`config.mk`:
```
export PLATFORM = sky130hd
export DESIGN_NAME = core_top
export DESIGN_NICKNAME = d
export VERILOG_FILES = /design/src/common/rv_isa_pkg.sv /design/src/common/core_pkg.sv /design/src/logic/register_file.sv /design/src/logic/alu.sv /design/src/logic/load_store_unit.sv /design/src/core/core_control.sv /design/src/core/core_top.sv
export SDC_FILE = /design/constraint.sdc
export NUM_CORES = 2
export LEC_CHECK = 0
export BUFFER_PORTS_ARGS = -buffer_cell sky130_fd_sc_hd__buf_2
export CAP_MARGIN = 20
export CORE_UTILIZATION = 47
export CTS_CLUSTER_DIAMETER = 60
export DETAILED_ROUTE_END_ITERATION = 10
export REMOVE_ABC_BUFFERS = 1
export SETUP_SLACK_MARGIN = 0.05
export SLEW_MARGIN = 25
export SYNTH_ARGS = -nofsm -noshare
export SYNTH_HDL_FRONTEND = slang
export SYNTH_SLANG_ARGS = --single-unit
```
`constraint.sdc`:
```
create_clock -name clk -period 9.5 [get_ports clk]
set_clock_uncertainty 0.1 [all_clocks]
set_input_delay 2.375 -clock clk [delete_from_list [all_inputs] [get_ports clk]]
set_output_delay 2.375 -clock clk [all_outputs]
set_load 0.03 [all_outputs]
```
`src/common/rv_isa_pkg.sv`:
```
package rv_isa_pkg;

    typedef enum logic [6:0] {
        OPC_LOAD     = 7'b0000011,
        OPC_MISC_MEM = 7'b0001111,  // FENCE, runs as a no-op
        OPC_OP_IMM   = 7'b0010011,
        OPC_AUIPC    = 7'b0010111,
        OPC_STORE    = 7'b0100011,
        OPC_OP       = 7'b0110011,
        OPC_LUI      = 7'b0110111,
        OPC_BRANCH   = 7'b1100011,
        OPC_JALR     = 7'b1100111,
        OPC_JAL      = 7'b1101111
    } opcode_e;

    ////////////////////
    // funct3 codes

    localparam logic [2:0] F3_ADD    = 3'b000;  // ADD/SUB/ADDI
    localparam logic [2:0] F3_SLL    = 3'b001;
    localparam logic [2:0] F3_SLT    = 3'b010;
    localparam logic [2:0] F3_SLTU   = 3'b011;
    localparam logic [2:0] F3_XOR    = 3'b100;
    localparam logic [2:0] F3_SR     = 3'b101;  // SRL/SRA, funct7[5] picks
    localparam logic [2:0] F3_OR     = 3'b110;
    localparam logic [2:0] F3_AND    = 3'b111;

    localparam logic [2:0] F3_BEQ    = 3'b000;
    localparam logic [2:0] F3_BNE    = 3'b001;
    localparam logic [2:0] F3_BLT    = 3'b100;
    localparam logic [2:0] F3_BGE    = 3'b101;
    localparam logic [2:0] F3_BLTU   = 3'b110;
    localparam logic [2:0] F3_BGEU   = 3'b111;

    localparam logic [2:0] F3_BYTE   = 3'b000;
    localparam logic [2:0] F3_HALF   = 3'b001;
    localparam logic [2:0] F3_WORD   = 3'b010;
    localparam logic [2:0] F3_BYTE_U = 3'b100;
    localparam logic [2:0] F3_HALF_U = 3'b101;

    ////////////////////
    // Instruction formats

    typedef struct packed {
        logic [6:0] funct7;
        logic [4:0] rs2;
        logic [4:0] rs1;
        logic [2:0] funct3;
        logic [4:0] rd;
        opcode_e    opcode;
    } r_type_t;

    typedef struct packed {
        logic [11:0] imm;
        logic [4:0]  rs1;
        logic [2:0]  funct3;
        logic [4:0]  rd;
        opcode_e     opcode;
    } i_type_t;

    typedef struct packed {
        logic [6:0] imm_hi;
        logic [4:0] rs2;
        logic [4:0] rs1;
        logic [2:0] funct3;
        logic [4:0] imm_lo;
        opcode_e    opcode;
    } s_type_t;

    typedef struct packed {
        logic       imm_12;
        logic [5:0] imm_10_5;
        logic [4:0] rs2;
        logic [4:0] rs1;
        logic [2:0] funct3;
        logic [3:0] imm_4_1;
        logic       imm_11;
        opcode_e    opcode;
    } b_type_t;

    typedef struct packed {
        logic [19:0] imm;  // Bits 31:12 of the value
        logic [4:0]  rd;
        opcode_e     opcode;
    } u_type_t;

    typedef struct packed {
        logic       imm_20;
        logic [9:0] imm_10_1;
        logic       imm_11;
        logic [7:0] imm_19_12;
        logic [4:0] rd;
        opcode_e    opcode;
    } j_type_t;

    typedef union packed {
        r_type_t r;
        i_type_t i;
        s_type_t s;
        b_type_t b;
        u_type_t u;
        j_type_t j;
    } rv_instr_t;

endpackage

```
`src/common/core_pkg.sv`:
```
package core_pkg;

    localparam int XLEN       = 32;  // Data and address width
    localparam int REG_ADDR_W = 5;

    // One enable per byte lane of the bus
    typedef logic [XLEN/8-1:0] bytesel_t;

    typedef enum logic [1:0] {
        ST_FETCH,   // Instruction fetch, non-memory ops retire here
        ST_MEM_RD,  // Load data access
        ST_MEM_WR   // Store data access
    } core_state_e;

endpackage

```
`src/logic/register_file.sv`:
```
module register_file import core_pkg::*; (
    input  logic                  clk,
    input  logic [REG_ADDR_W-1:0] rs1_idx,
    input  logic [REG_ADDR_W-1:0] rs2_idx,
    output logic [XLEN-1:0]       rs1_data,
    output logic [XLEN-1:0]       rs2_data,
    input  logic                  rd_wr,
    input  logic [REG_ADDR_W-1:0] rd_idx,
    input  logic [XLEN-1:0]       rd_data
);

    logic [XLEN-1:0] regs [2**REG_ADDR_W];  // Distributed RAM, entry 0 never written

    always_ff @(posedge clk) begin
        if (rd_wr && rd_idx != '0) begin
            regs[rd_idx] <= rd_data;
        end
    end

    assign rs1_data = (rs1_idx == '0) ? '0 : regs[rs1_idx];
    assign rs2_data = (rs2_idx == '0) ? '0 : regs[rs2_idx];

endmodule

```
`src/logic/alu.sv`:
```
module alu import core_pkg::*, rv_isa_pkg::*; (
    input  rv_instr_t       instr,
    input  logic [XLEN-1:0] pc,
    input  logic [XLEN-1:0] rs1_data,
    input  logic [XLEN-1:0] rs2_data,
    output logic [XLEN-1:0] result,
    output logic            branch_taken,
    output logic [XLEN-1:0] target
);

    logic [XLEN-1:0] imm_i;
    logic [XLEN-1:0] imm_b;
    logic [XLEN-1:0] imm_j;
    logic [XLEN-1:0] imm_u;
    logic            is_op;
    logic            is_branch;
    logic [XLEN-1:0] op_b;
    logic [4:0]      shamt;
    logic [XLEN:0]   diff;
    logic [XLEN-1:0] sra;
    logic            is_eq;
    logic            is_lt;
    logic            is_ltu;

    ////////////////////
    // Immediates and operands

    assign imm_i = {{(XLEN-12){instr.i.imm[11]}}, instr.i.imm};
    assign imm_b = {{(XLEN-12){instr.b.imm_12}}, instr.b.imm_11, instr.b.imm_10_5,
                    instr.b.imm_4_1, 1'b0};
    assign imm_j = {{(XLEN-20){instr.j.imm_20}}, instr.j.imm_19_12, instr.j.imm_11,
                    instr.j.imm_10_1, 1'b0};
    assign imm_u = {instr.u.imm, 12'b0};

    assign is_op     = instr.r.opcode == OPC_OP;
    assign is_branch = instr.r.opcode == OPC_BRANCH;

    assign op_b  = (is_op || is_branch) ? rs2_data : imm_i;
    assign shamt = is_op ? rs2_data[4:0] : instr.i.imm[4:0];

    ////////////////////
    // Compare and shift

    assign diff   = {1'b0, rs1_data} - {1'b0, op_b};
    assign is_eq  = diff[XLEN-1:0] == '0;
    assign is_ltu = diff[XLEN];  // Borrow out
    assign is_lt  = (rs1_data[XLEN-1] ^ op_b[XLEN-1]) ? rs1_data[XLEN-1] : diff[XLEN];
    assign sra    = $signed(rs1_data) >>> shamt;

    always_comb begin
        case (instr.r.funct3)
            F3_ADD:  result = (is_op && instr.r.funct7[5]) ? diff[XLEN-1:0] : rs1_data + op_b;
            F3_SLL:  result = rs1_data << shamt;
            F3_SLT:  result = XLEN'(is_lt);
            F3_SLTU: result = XLEN'(is_ltu);
            F3_XOR:  result = rs1_data ^ op_b;
            F3_SR:   result = instr.r.funct7[5] ? sra : rs1_data >> shamt;
            F3_OR:   result = rs1_data | op_b;
            default: result = rs1_data & op_b;  // AND
        endcase
    end

    ////////////////////
    // Branch and targets

    always_comb begin
        branch_taken = 1'b0;
        if (is_branch) begin
            case (instr.b.funct3)
                F3_BEQ:  branch_taken = is_eq;
                F3_BNE:  branch_taken = !is_eq;
                F3_BLT:  branch_taken = is_lt;
                F3_BGE:  branch_taken = !is_lt;
                F3_BLTU: branch_taken = is_ltu;
                F3_BGEU: branch_taken = !is_ltu;
                default: branch_taken = 1'b0;
            endcase
        end
    end

    always_comb begin
        case (instr.r.opcode)
            OPC_JAL:   target = pc + imm_j;
            OPC_JALR:  target = (rs1_data + imm_i) & ~XLEN'(1);
            OPC_AUIPC: target = pc + imm_u;
            default:   target = pc + imm_b;
        endcase
    end

endmodule

```
`src/logic/load_store_unit.sv`:
```
module load_store_unit import core_pkg::*, rv_isa_pkg::*; (
    input  rv_instr_t       instr,
    input  logic [XLEN-1:0] rs1_data,
    input  logic [XLEN-1:0] rs2_data,
    input  logic [XLEN-1:0] bus_rddata,
    output logic [XLEN-1:0] mem_addr,
    output logic [XLEN-1:0] store_data,
    output bytesel_t        store_bytesel,
    output logic [XLEN-1:0] load_data
);

    logic [XLEN-1:0] imm_i;
    logic [XLEN-1:0] imm_s;
    logic            is_load;
    logic            is_store;
    logic [1:0]      lane;
    logic [7:0]      ld_byte;
    logic [15:0]     ld_half;

    assign is_load  = instr.i.opcode == OPC_LOAD;
    assign is_store = instr.s.opcode == OPC_STORE;

    assign imm_i    = {{(XLEN-12){instr.i.imm[11]}}, instr.i.imm};
    assign imm_s    = {{(XLEN-12){instr.s.imm_hi[6]}}, instr.s.imm_hi, instr.s.imm_lo};
    assign mem_addr = rs1_data + (is_store ? imm_s : imm_i);
    assign lane     = mem_addr[1:0];

    ////////////////////
    // Store lanes

    always_comb begin
        case (instr.s.funct3)
            F3_BYTE: begin
                store_data    = {4{rs2_data[7:0]}};
                store_bytesel = bytesel_t'(1) << lane;
            end
            F3_HALF: begin
                store_data    = {2{rs2_data[15:0]}};
                store_bytesel = lane[1] ? 4'b1100 : 4'b0011;
            end
            default: begin  // SW
                store_data    = rs2_data;
                store_bytesel = '1;
            end
        endcase
    end

    ////////////////////
    // Load extraction

    assign ld_byte = bus_rddata[{lane, 3'b000} +: 8];
    assign ld_half = lane[1] ? bus_rddata[31:16] : bus_rddata[15:0];

    always_comb begin
        case (instr.i.funct3)
            F3_BYTE:   load_data = {{(XLEN-8){ld_byte[7]}}, ld_byte};
            F3_BYTE_U: load_data = {{(XLEN-8){1'b0}}, ld_byte};
            F3_HALF:   load_data = {{(XLEN-16){ld_half[15]}}, ld_half};
            F3_HALF_U: load_data = {{(XLEN-16){1'b0}}, ld_half};
            default:   load_data = bus_rddata;  // LW
        endcase
    end

    // Halfwords on even addresses, words on multiples of four
    always_comb begin
        if (is_load || is_store) begin
            a_aligned: assert final (instr.i.funct3[1] ? lane == 2'b00
                                                       : !(instr.i.funct3[0] && lane[0]))
                else $error("Misaligned access at %h", mem_addr);
        end
    end

endmodule

```
`src/core/core_control.sv`:
```
module core_control import core_pkg::*, rv_isa_pkg::*; #(
    parameter logic [XLEN-1:0] RESET_VECTOR = 32'hff10_0000
) (
    input  logic                  clk,
    input  logic                  reset,
    input  logic                  bus_wait,
    input  logic [XLEN-1:0]       bus_rddata,

    output rv_instr_t             instr,
    output logic [XLEN-1:0]       pc,

    input  logic [XLEN-1:0]       result,
    input  logic [XLEN-1:0]       target,
    input  logic                  branch_taken,

    input  logic [XLEN-1:0]       mem_addr,
    input  logic [XLEN-1:0]       store_data,
    input  bytesel_t              store_bytesel,
    input  logic [XLEN-1:0]       load_data,

    output logic                  rd_wr,
    output logic [REG_ADDR_W-1:0] rd_idx,
    output logic [XLEN-1:0]       rd_data,

    output logic [XLEN-1:0]       bus_addr,
    output logic [XLEN-1:0]       bus_wrdata,
    output bytesel_t              bus_bytesel,
    output logic                  bus_wren,
    output logic                  bus_strobe
);

    core_state_e     state;
    rv_instr_t       instr_reg;     // Held for the data access
    logic [XLEN-1:0] pc_plus4;
    logic [XLEN-1:0] next_pc;
    logic [XLEN-1:0] fetch_pc;
    logic            is_load;
    logic            is_store;
    logic            is_jump;
    logic            writes_rd;
    logic            fetch_done;
    logic            mem_done;
    logic            start_fetch;

    ////////////////////
    // Decode

    // Fetched word goes straight to the datapath in its completing cycle
    always_comb begin
        if (state != ST_FETCH) begin
            instr = instr_reg;
        end else if (bus_wait) begin
            instr = '0;  // Nothing to decode yet
        end else begin
            instr = bus_rddata;
        end
    end

    assign is_load   = instr.r.opcode == OPC_LOAD;
    assign is_store  = instr.r.opcode == OPC_STORE;
    assign is_jump   = instr.r.opcode inside {OPC_JAL, OPC_JALR};
    assign writes_rd = instr.r.opcode inside {OPC_LUI, OPC_AUIPC, OPC_JAL, OPC_JALR,
                                              OPC_OP_IMM, OPC_OP};

    assign fetch_done  = state == ST_FETCH && !bus_wait;
    assign mem_done    = state != ST_FETCH && !bus_wait;
    assign start_fetch = (fetch_done && !(is_load || is_store)) || mem_done;

    assign pc_plus4 = pc + XLEN'(4);
    assign next_pc  = (is_jump || branch_taken) ? target : pc_plus4;
    assign fetch_pc = {next_pc[XLEN-1:2], 2'b00};  // Word aligned fetch

    ////////////////////
    // Write-back

    assign rd_idx = instr.r.rd;
    assign rd_wr  = (fetch_done && writes_rd) || (mem_done && state == ST_MEM_RD);

    always_comb begin
        case (instr.r.opcode)
            OPC_LUI:            rd_data = {instr.u.imm, 12'b0};
            OPC_AUIPC:          rd_data = target;  // pc + upper imm
            OPC_JAL, OPC_JALR:  rd_data = pc_plus4;
            OPC_LOAD:           rd_data = load_data;
            OPC_OP, OPC_OP_IMM: rd_data = result;
            default:            rd_data = '0;
        endcase
    end

    ////////////////////
    // State and bus registers

    always_ff @(posedge clk or posedge reset) begin
        if (reset) begin
            state       <= ST_FETCH;
            pc          <= RESET_VECTOR;
            bus_addr    <= RESET_VECTOR;
            bus_wrdata  <= '0;
            bus_bytesel <= '1;
            bus_wren    <= 1'b0;
            bus_strobe  <= 1'b1;
        end else begin
            bus_strobe <= 1'b1;  // Always one transfer outstanding
            if (fetch_done && (is_load || is_store)) begin
                state       <= is_load ? ST_MEM_RD : ST_MEM_WR;
                bus_addr    <= mem_addr;
                bus_bytesel <= is_store ? store_bytesel : '1;
                bus_wren    <= is_store;
                if (is_store) begin
                    bus_wrdata <= store_data;
                end
            end else if (start_fetch) begin
                state       <= ST_FETCH;
                pc          <= fetch_pc;
                bus_addr    <= fetch_pc;
                bus_bytesel <= '1;
                bus_wren    <= 1'b0;
            end
        end
    end

    always_ff @(posedge clk) begin
        if (fetch_done) begin
            instr_reg <= bus_rddata;
        end
    end

    // A stalled request must not change under the memory
    a_bus_hold: assert property (@(posedge clk) disable iff (reset)
        bus_strobe && bus_wait |=>
            $stable({bus_addr, bus_wrdata, bus_bytesel, bus_wren, bus_strobe}));

endmodule

```
`src/core/core_top.sv`:
```
module core_top import core_pkg::*, rv_isa_pkg::*; #(
    parameter logic [XLEN-1:0] RESET_VECTOR = 32'hff10_0000
) (
    input  logic            clk,
    input  logic            reset,

    output logic [XLEN-1:0] bus_addr,
    output logic [XLEN-1:0] bus_wrdata,
    output bytesel_t        bus_bytesel,
    output logic            bus_wren,
    output logic            bus_strobe,
    input  logic            bus_wait,
    input  logic [XLEN-1:0] bus_rddata
);

    rv_instr_t             instr;
    logic [XLEN-1:0]       pc;
    logic [XLEN-1:0]       rs1_data;
    logic [XLEN-1:0]       rs2_data;
    logic [XLEN-1:0]       result;
    logic                  branch_taken;
    logic [XLEN-1:0]       target;
    logic [XLEN-1:0]       mem_addr;
    logic [XLEN-1:0]       store_data;
    bytesel_t              store_bytesel;
    logic [XLEN-1:0]       load_data;
    logic                  rd_wr;
    logic [REG_ADDR_W-1:0] rd_idx;
    logic [XLEN-1:0]       rd_data;

    core_control #(
        .RESET_VECTOR (RESET_VECTOR)
    ) u_control (
        .clk           (clk),
        .reset         (reset),
        .bus_wait      (bus_wait),
        .bus_rddata    (bus_rddata),
        .instr         (instr),
        .pc            (pc),
        .result        (result),
        .target        (target),
        .branch_taken  (branch_taken),
        .mem_addr      (mem_addr),
        .store_data    (store_data),
        .store_bytesel (store_bytesel),
        .load_data     (load_data),
        .rd_wr         (rd_wr),
        .rd_idx        (rd_idx),
        .rd_data       (rd_data),
        .bus_addr      (bus_addr),
        .bus_wrdata    (bus_wrdata),
        .bus_bytesel   (bus_bytesel),
        .bus_wren      (bus_wren),
        .bus_strobe    (bus_strobe)
    );

    register_file u_regs (
        .clk      (clk),
        .rs1_idx  (instr.r.rs1),
        .rs2_idx  (instr.r.rs2),
        .rs1_data (rs1_data),
        .rs2_data (rs2_data),
        .rd_wr    (rd_wr),
        .rd_idx   (rd_idx),
        .rd_data  (rd_data)
    );

    alu u_alu (
        .instr        (instr),
        .pc           (pc),
        .rs1_data     (rs1_data),
        .rs2_data     (rs2_data),
        .result       (result),
        .branch_taken (branch_taken),
        .target       (target)
    );

    load_store_unit u_lsu (
        .instr         (instr),
        .rs1_data      (rs1_data),
        .rs2_data      (rs2_data),
        .bus_rddata    (bus_rddata),
        .mem_addr      (mem_addr),
        .store_data    (store_data),
        .store_bytesel (store_bytesel),
        .load_data     (load_data)
    );

endmodule

```
# Word level (Yosys, flattened, before mapping)
# Memories as Yosys holds them, arrays and structs flattened.
# Index checks and enable logic that the tools add are counted.
# classes
n_addsub,8
eq_ne,17
n_shift,5
n_mux,33
bitwise,5
reduce_logical,32
# ops
op,count
32-bit two-way mux,10
32-bit one-hot mux with 7 select lines,1
32-bit adder,6
32-bit one-hot mux with 5 select lines,1
32-bit one-hot mux with 4 select lines,1
32-bit one-hot mux with 3 select lines,1
32-bit one-hot mux with 2 select lines,1
32-bit by 32-bit subtractor with 33-bit output,1
"32-bit by 3-bit adder with 32-bit output, second input constant",1
32-bit bitwise AND,1
32-bit zero test,1
32-bit OR,1
32-bit by 6-bit variable part select with 8-bit output,1
32-bit by 5-bit << shifter with 32-bit output,1
32-bit by 5-bit >> shifter with 32-bit output,1
32-bit by 5-bit >>> shifter with 32-bit output,1
32-bit XOR,1
"7-bit by 6-bit == test with 1-bit output, second input constant",3
"7-bit == test, second input constant",3
16-bit two-way mux,1
4-bit two-way mux,4
"7-bit by 5-bit == test with 1-bit output, second input constant",2
"3-bit == test, second input constant",4
5-bit zero test,2
22 further kinds,50
# totals
register_bits,133
mem_bits_rw,1024
inputBits,35
word_cells,108
memories,1
# memory_table
name,words,width,read_ports,rd_clocked_by_memory_dff,write_ports,line,text
u_regs.regs,32,32,2,0,1,register_file.sv:12,logic [XLEN-1:0] regs [2**REG_ADDR_W];

# Logic depth before layout (Yosys ltp)
# logic_depth
ltp_word,14
ltp_mapped,37
ltp_nobuf,27

# Modules after synthesis
# From an unflattened synthesis, not the netlist that was laid out.
# unflattened
hier_cells,5871
area_unflattened_um2,73116.4
# by_module_without_submodules
mod,instances,cells_per_inst,area_per_inst_um2,seq_area_each_um2
register_file,1,2564,47929.7,30749.5
alu,1,2127,14581.5,0.0
core_control,1,795,7771.2,3515.9
load_store_unit,1,385,2834.0,0.0

# Least setup slack after synthesis
# Ideal clock, no wire load.
# synth_path
path_type,input to register
from,input port bus_wait
to,memory u_regs.regs[0][22] (data pin)
setup_time_ns,0.454
arrival_time_ns,9.111
required_time_ns,8.946
path_slack_ns,-0.165
cell_stages,33
cell_sequence,buf_6 -> nor4b_4 -> nor2_4 -> inv_2 -> buf_6 -> buf_6 -> buf_4 -> buf_4 -> clkbuf_1 -> clkbuf_1 -> clkbuf_1 -> nand2_1 -> nand3_1 -> nand3_1 -> a311oi_1 -> a21oi_1 -> nor2_1 -> nand2_1 -> o21ai_0 -> ha_1 -> buf_2 -> nor2b_1 -> nor4_1 -> a211o_1 -> clkbuf_1 -> a21oi_1 -> nand2_1 -> a211oi_1 -> a21oi_1 -> xnor2_1 -> o22ai_1 -> o221ai_1 -> o21ai_0
# synth_between
elab_chain_cells,9
word_cells_on_any_way,51
classes_between,add/sub (7); eq/ne (15); shift (4); mux (14); bitwise (3); reduce/logical (7); memory (1)
# synth_rtl
element,line,text
from (decl),core_top.sv:12,"input logic bus_wait,"
32-bit two-way mux (*),core_control.sv:52,end else if (bus_wait) begin
32-bit two-way mux (*),core_control.sv:50,if (state != ST_FETCH) begin
"parallel branches: the longest is 6 deep, another holds memory 32 x 32 bit",n/a,
32-bit one-hot mux with 5 select lines (*),core_control.sv:80,case (instr.r.opcode)
net rd_data[22],core_top.sv:29,logic [XLEN-1:0] rd_data;
to (decl),register_file.sv:12,
# Mark *: on every way through the listed nets, which the timed path passes.

# Worst setup path in the final report
# layout_path
from,input port bus_wait
to,register u_control.bus_addr[30]
# layout_between
elab_chain_cells,14
word_cells_on_any_way,52
classes_between,add/sub (6); eq/ne (12); mux (13); bitwise (1); reduce/logical (19); memory (1)
# layout_rtl
element,line,text
32-bit two-way mux,core_control.sv:52,
32-bit two-way mux,core_control.sv:50,
memory 32 x 32 bit (tied with other cells),n/a,
32-bit two-way mux / 1-bit logical OR (equally long branches),"register_file.sv:21, alu.sv:38",
32-bit two-way mux,alu.sv:38,assign op_b = (is_op || is_branch) ? rs2_data : imm_i;
32-bit by 32-bit subtractor with 33-bit output / 1-bit XOR (equally long branches),"alu.sv:44, alu.sv:47",
32-bit zero test / 1-bit two-way mux (equally long branches),"alu.sv:45, alu.sv:47",
1-bit zero test (on tied branches),"alu.sv:71, alu.sv:73",
1-bit one-hot mux with 6 select lines,alu.sv:69,case (instr.b.funct3)
1-bit two-way mux,alu.sv:68,if (is_branch) begin
1-bit logical OR,core_control.sv:70,assign next_pc = (is_jump || branch_taken) ? target : pc_plus4;
32-bit two-way mux,core_control.sv:70,
32-bit two-way mux,core_control.sv:112,end else if (start_fetch) begin
32-bit two-way mux,core_control.sv:104,if (fetch_done && (is_load || is_store)) begin
to (signal assigned),core_control.sv:106,bus_addr <= mem_addr;
to (signal assigned),core_control.sv:115,bus_addr <= fetch_pc;
to (decl),core_control.sv:25,"output logic [XLEN-1:0] bus_addr,"
# Parallel ways exist; a longest one is shown, timed or not. The select of a mux whose other input is x is not followed.
# A chain may end at the register's enable or synchronous reset.

==> results by group <==
STA
  – Worst Max-Slew Pin Slew: 1.23 ns
  – Setup slack after layout: 0.165 ns
  – Final worst path period share: a little over nine tenths
  – Pins Over Slew Limit: 0
  – Fin crit period: roughly 9.3 ns
  – RSZ-0062 raised after global routing: no
  – Worst rel slew slack: 17.8%
  – Worst hold slack: 0.360 ns
  – Peak Freq: 0.107 GHz
  – Endpoints failing hold: 0
  – Final setup fails: 0

Placement
  – GP Congestion: between 1 and 1.5
  – I/O Buffers: 103
  – Placed cell count: 10600
  – DP Worst Slack: -1.03 ns
  – HPWL Detailed: 262000 um

Power
  – P_sw: between 8 and 9 mW
  – Pleak: around 35 nW
  – P per Cell Area: between 200 and 250 nW/um^2
  – VDD IR-drop max: 223 uV
  – Part of the power in registers: 29.1%
  – Power share of the clock group: a little over a quarter
  – Internal power: 12.2 mW
  – Switching Fraction: 40.3%
  – Logic pwr share: a little over two fifths

Floorplanning
  – Core ar.: 156000 sq um
  – Ports: around 110
  – Rows: roughly 150
  – Starting density of the core: a little under half
  – Die Ht: 399 um
  – Die ar.: ~160000 sq um
  – Chip Width: 399 um

Critical path
  – Crit Path Class: input port to flip-flop
  – Maximum net fanout on the critical path: 14
  – CP most frequent cell: buf_4
  – CP Capture Type: flip-flop
  – Delay-heaviest family, CP: simple AND/OR/NAND/NOR gates
  – Worst path buffer plus inverter count: 13
  – Crit start category: input port
  – CP peak stage delay: ~0.58 ns
  – CP arrival: around 10 ns
  – Critical path's slowest cell: or4_1
  – CP required: 10.16 ns

Final layout
  – FF+latch area: roughly 34000 sq um
  – Share of the core filled with cells: a little under three fifths
  – Post-route insts no fill: 10900
  – Fill cell total of the finished layout: 13700
  – Most flops, register: u_regs.regs
  – Area Growth Syn to Fin: 21.0%
  – Nets: 8927
  – Max reg flops: 1024
  – Area of the multi-input gates: about 37000 sq um
  – Fraction of layout cells with a size suffix above 1: between 10% and 20%

Clock tree
  – Skew-Pair Late Insertion Delay: between 0.8 and 0.9 ns
  – CTS Buf Count: roughly 140
  – H-tree levels: 4
  – Clock sink count: about 1200
  – Reg clk slew, reported paths: 0.06 ns
  – Clock root buffer master: clkbuf_16
  – CTS tree: yes
  – Max clock buf depth: 3

Routing
  – Via count: 75200
  – DR pass1 iterations: 7
  – Drc violations: 0
  – Vias per cell: 6.91
  – DR WL/cell: 33.5 um
  – Detail Route Antenna Nets: 0
  – Final WL: 365000 um
  – Iter 0 DRT Violations: approximately 12000

Logic synthesis
  – YS warnings: 0
  – Most used flip-flop cell after synthesis: edfxtp_1
  – Yosys top cell area share: 42.8%
  – Synthesis-stage register bit count: 1157
  – Post-synth EDFFs: 1056
  – Synthesized instance count: around 8000
  – Area contributors post-synth: edfxtp_1 43%, nand2_1 7.3%, nand3_1 5.4%
  – Ys async rst share: under 10%
  – Cell Area, Synth: 74200 sq um
  – Area leader, netlist: edfxtp_1
  – Syn avg cell area: 9.30 sq um
  – Synth unique cells: about 120
  – Most numerous cell in the Yosys netlist: nand2_1
  – Top cells by count, synth: 1446 x nand2_1, 1056 x edfxtp_1, 799 x nand3_1
  – Seq/Total Area, Yosys: 46.2%

Global route
  – GR Overflow Total: 0
  – All-Layer GR Usage: 44.6%
  – First-pass GRT wire length: 510000 um
  – Initial antenna violation count: 15
  – Largest net degree at the start of global routing: 112
  – Vias in the first global route: just under 70000

Flow run
  – Max cap viols: 0

Run status
  – Status: finished clean

Worst hold path
  – Worst min path class: flip-flop to flip-flop
==> logic make-up (layout without fill, tap and decap cells) <==
kind of cell,Yosys count,in the layout,synth area share (%)
other,2,42,0.0101
AND/OR/NAND/NOR,3256,3256,20.1
XOR/XNOR,157,157,1.85
AO/OA/AOI/OAI,2097,2097,19.4
multiplexers,312,312,4.46
buffers and inverters,813,1616,4.76
flip-flops,1157,1157,46.2
adder cells (fa/ha/maj),186,186,3.20
==> what timing repair did <==
| action | in CTS | in global routing |
|---|---|---|
| setup buffers | 0 | 7 |
| endpoints found under the hold margin | 0 | 0 |
| gates resized for setup | 4 | 32 |
| endpoints found under the setup margin | 45 | 60 |
| hold buffers | 0 | 0 |
| gates cloned | 0 | 2 |
| pin swaps | 1 | 4 |
==> through the flow <==
step | setup TNS [ns] | instance area, sq um | power (mW)
6_report | 0 | 89800 | 20.4
5_1_grt | 0 | 89800 | 21.0
4_1_cts | 0 | 89500 | 20.0
3_5_place_dp | -78.38 | 84800 | 14.6
3_3_place_gp | -109.13 | 84800 | 14.6
2_1_floorplan | - | 71400 | 10.3
==> power by group through the flow <==
stage	Sequential (mW)	Combinational, mW	Clock, mW
2_1_floorplan	6.16	4.13	0
3_3_place_gp	6.03	8.56	0
3_5_place_dp	6.04	8.54	0
4_1_cts	5.93	8.59	5.52
5_1_grt	5.96	9.31	5.69
6_report	5.95	8.98	5.50
==> tightest hold or removal path: cells and delay by family, from the launching register on <==
| family | cells | cell delay [ns] |
|---|---|---|
| buffers and inverters | 1 | 0.04 |
| AOI/OAI and AO/OA | 1 | 0.04 |
| DFF | 1 | 0.37 |
==> layout by cell type, fill, tap and decap left out, types with 36 or more instances in the layout <==
master,instances
o221ai_1,39
xor2_1,56
a311oi_1,134
nor3_1,94
nor4_1,36
o211ai_1,50
nand4_1,88
a21oi_1,359
mux2i_1,261
ha_1,180
nor2_1,355
xnor2_1,100
a21o_1,96
inv_1,148
buf_12,122
buf_2,102
edfxtp_1,1056
dfrtp_1,77
nand3_1,799
a31oi_1,118
nand2_1,1445
a211oi_1,172
clkbuf_16,144
nand2b_1,36
o21a_1,40
buf_4,978
and3_1,160
o22ai_1,96
a2111oi_0,56
o21ai_0,470
==> final timing paths <==
kind,startpoint,depth (start not counted),to,slack (ns)
max in group asynchronous,reset,3,u_control.bus_wrdata[19]$_DFFE_PP0P_,6.41
min reg2reg,u_control.bus_bytesel[1]$_DFFE_PP1P_,2,u_control.bus_bytesel[1]$_DFFE_PP1P_,0.36
max reg2reg,u_control.state[1]$_DFFE_PP0P_,29,u_control.bus_addr[30]$_DFFE_PP1P_,0.81
min,u_control.bus_bytesel[1]$_DFFE_PP1P_,2,u_control.bus_bytesel[1]$_DFFE_PP1P_,0.36
max,bus_wait,32,u_control.bus_addr[30]$_DFFE_PP1P_,0.16
min in group asynchronous,reset,2,u_control.bus_wrdata[14]$_DFFE_PP0P_,1.58
==> per-layer routing <==
| layer | global-route usage [%] | part of all wire, % | up-vias |
|---|---|---|---|
| met5 | 0 | 0.024 | - |
| met2 | 64.4 | 41 | 5971 |
| li1 | - | - | 31500 |
| met1 | 60.0 | 38 | 36500 |
| met3 | 11.9 | 13 | 1177 |
| met4 | 26.2 | 7.0 | 14 |
==> final cells by class <==
cell class                      instances  area share, %
Tap cell                             2058           2.87
Multi-Input combinational cell       6041           41.4
Sequential cell                      1157           38.2
Clock inverter                         75           1.02
Timing Repair Buffer                 1207           11.6
Inverter                              160          0.712
Clock buffer                          173           4.18
Antenna cell                            9         0.0251
Timing Repair inverter                  1        0.00976
No activity file was read; power rests on OpenSTA's default activity.
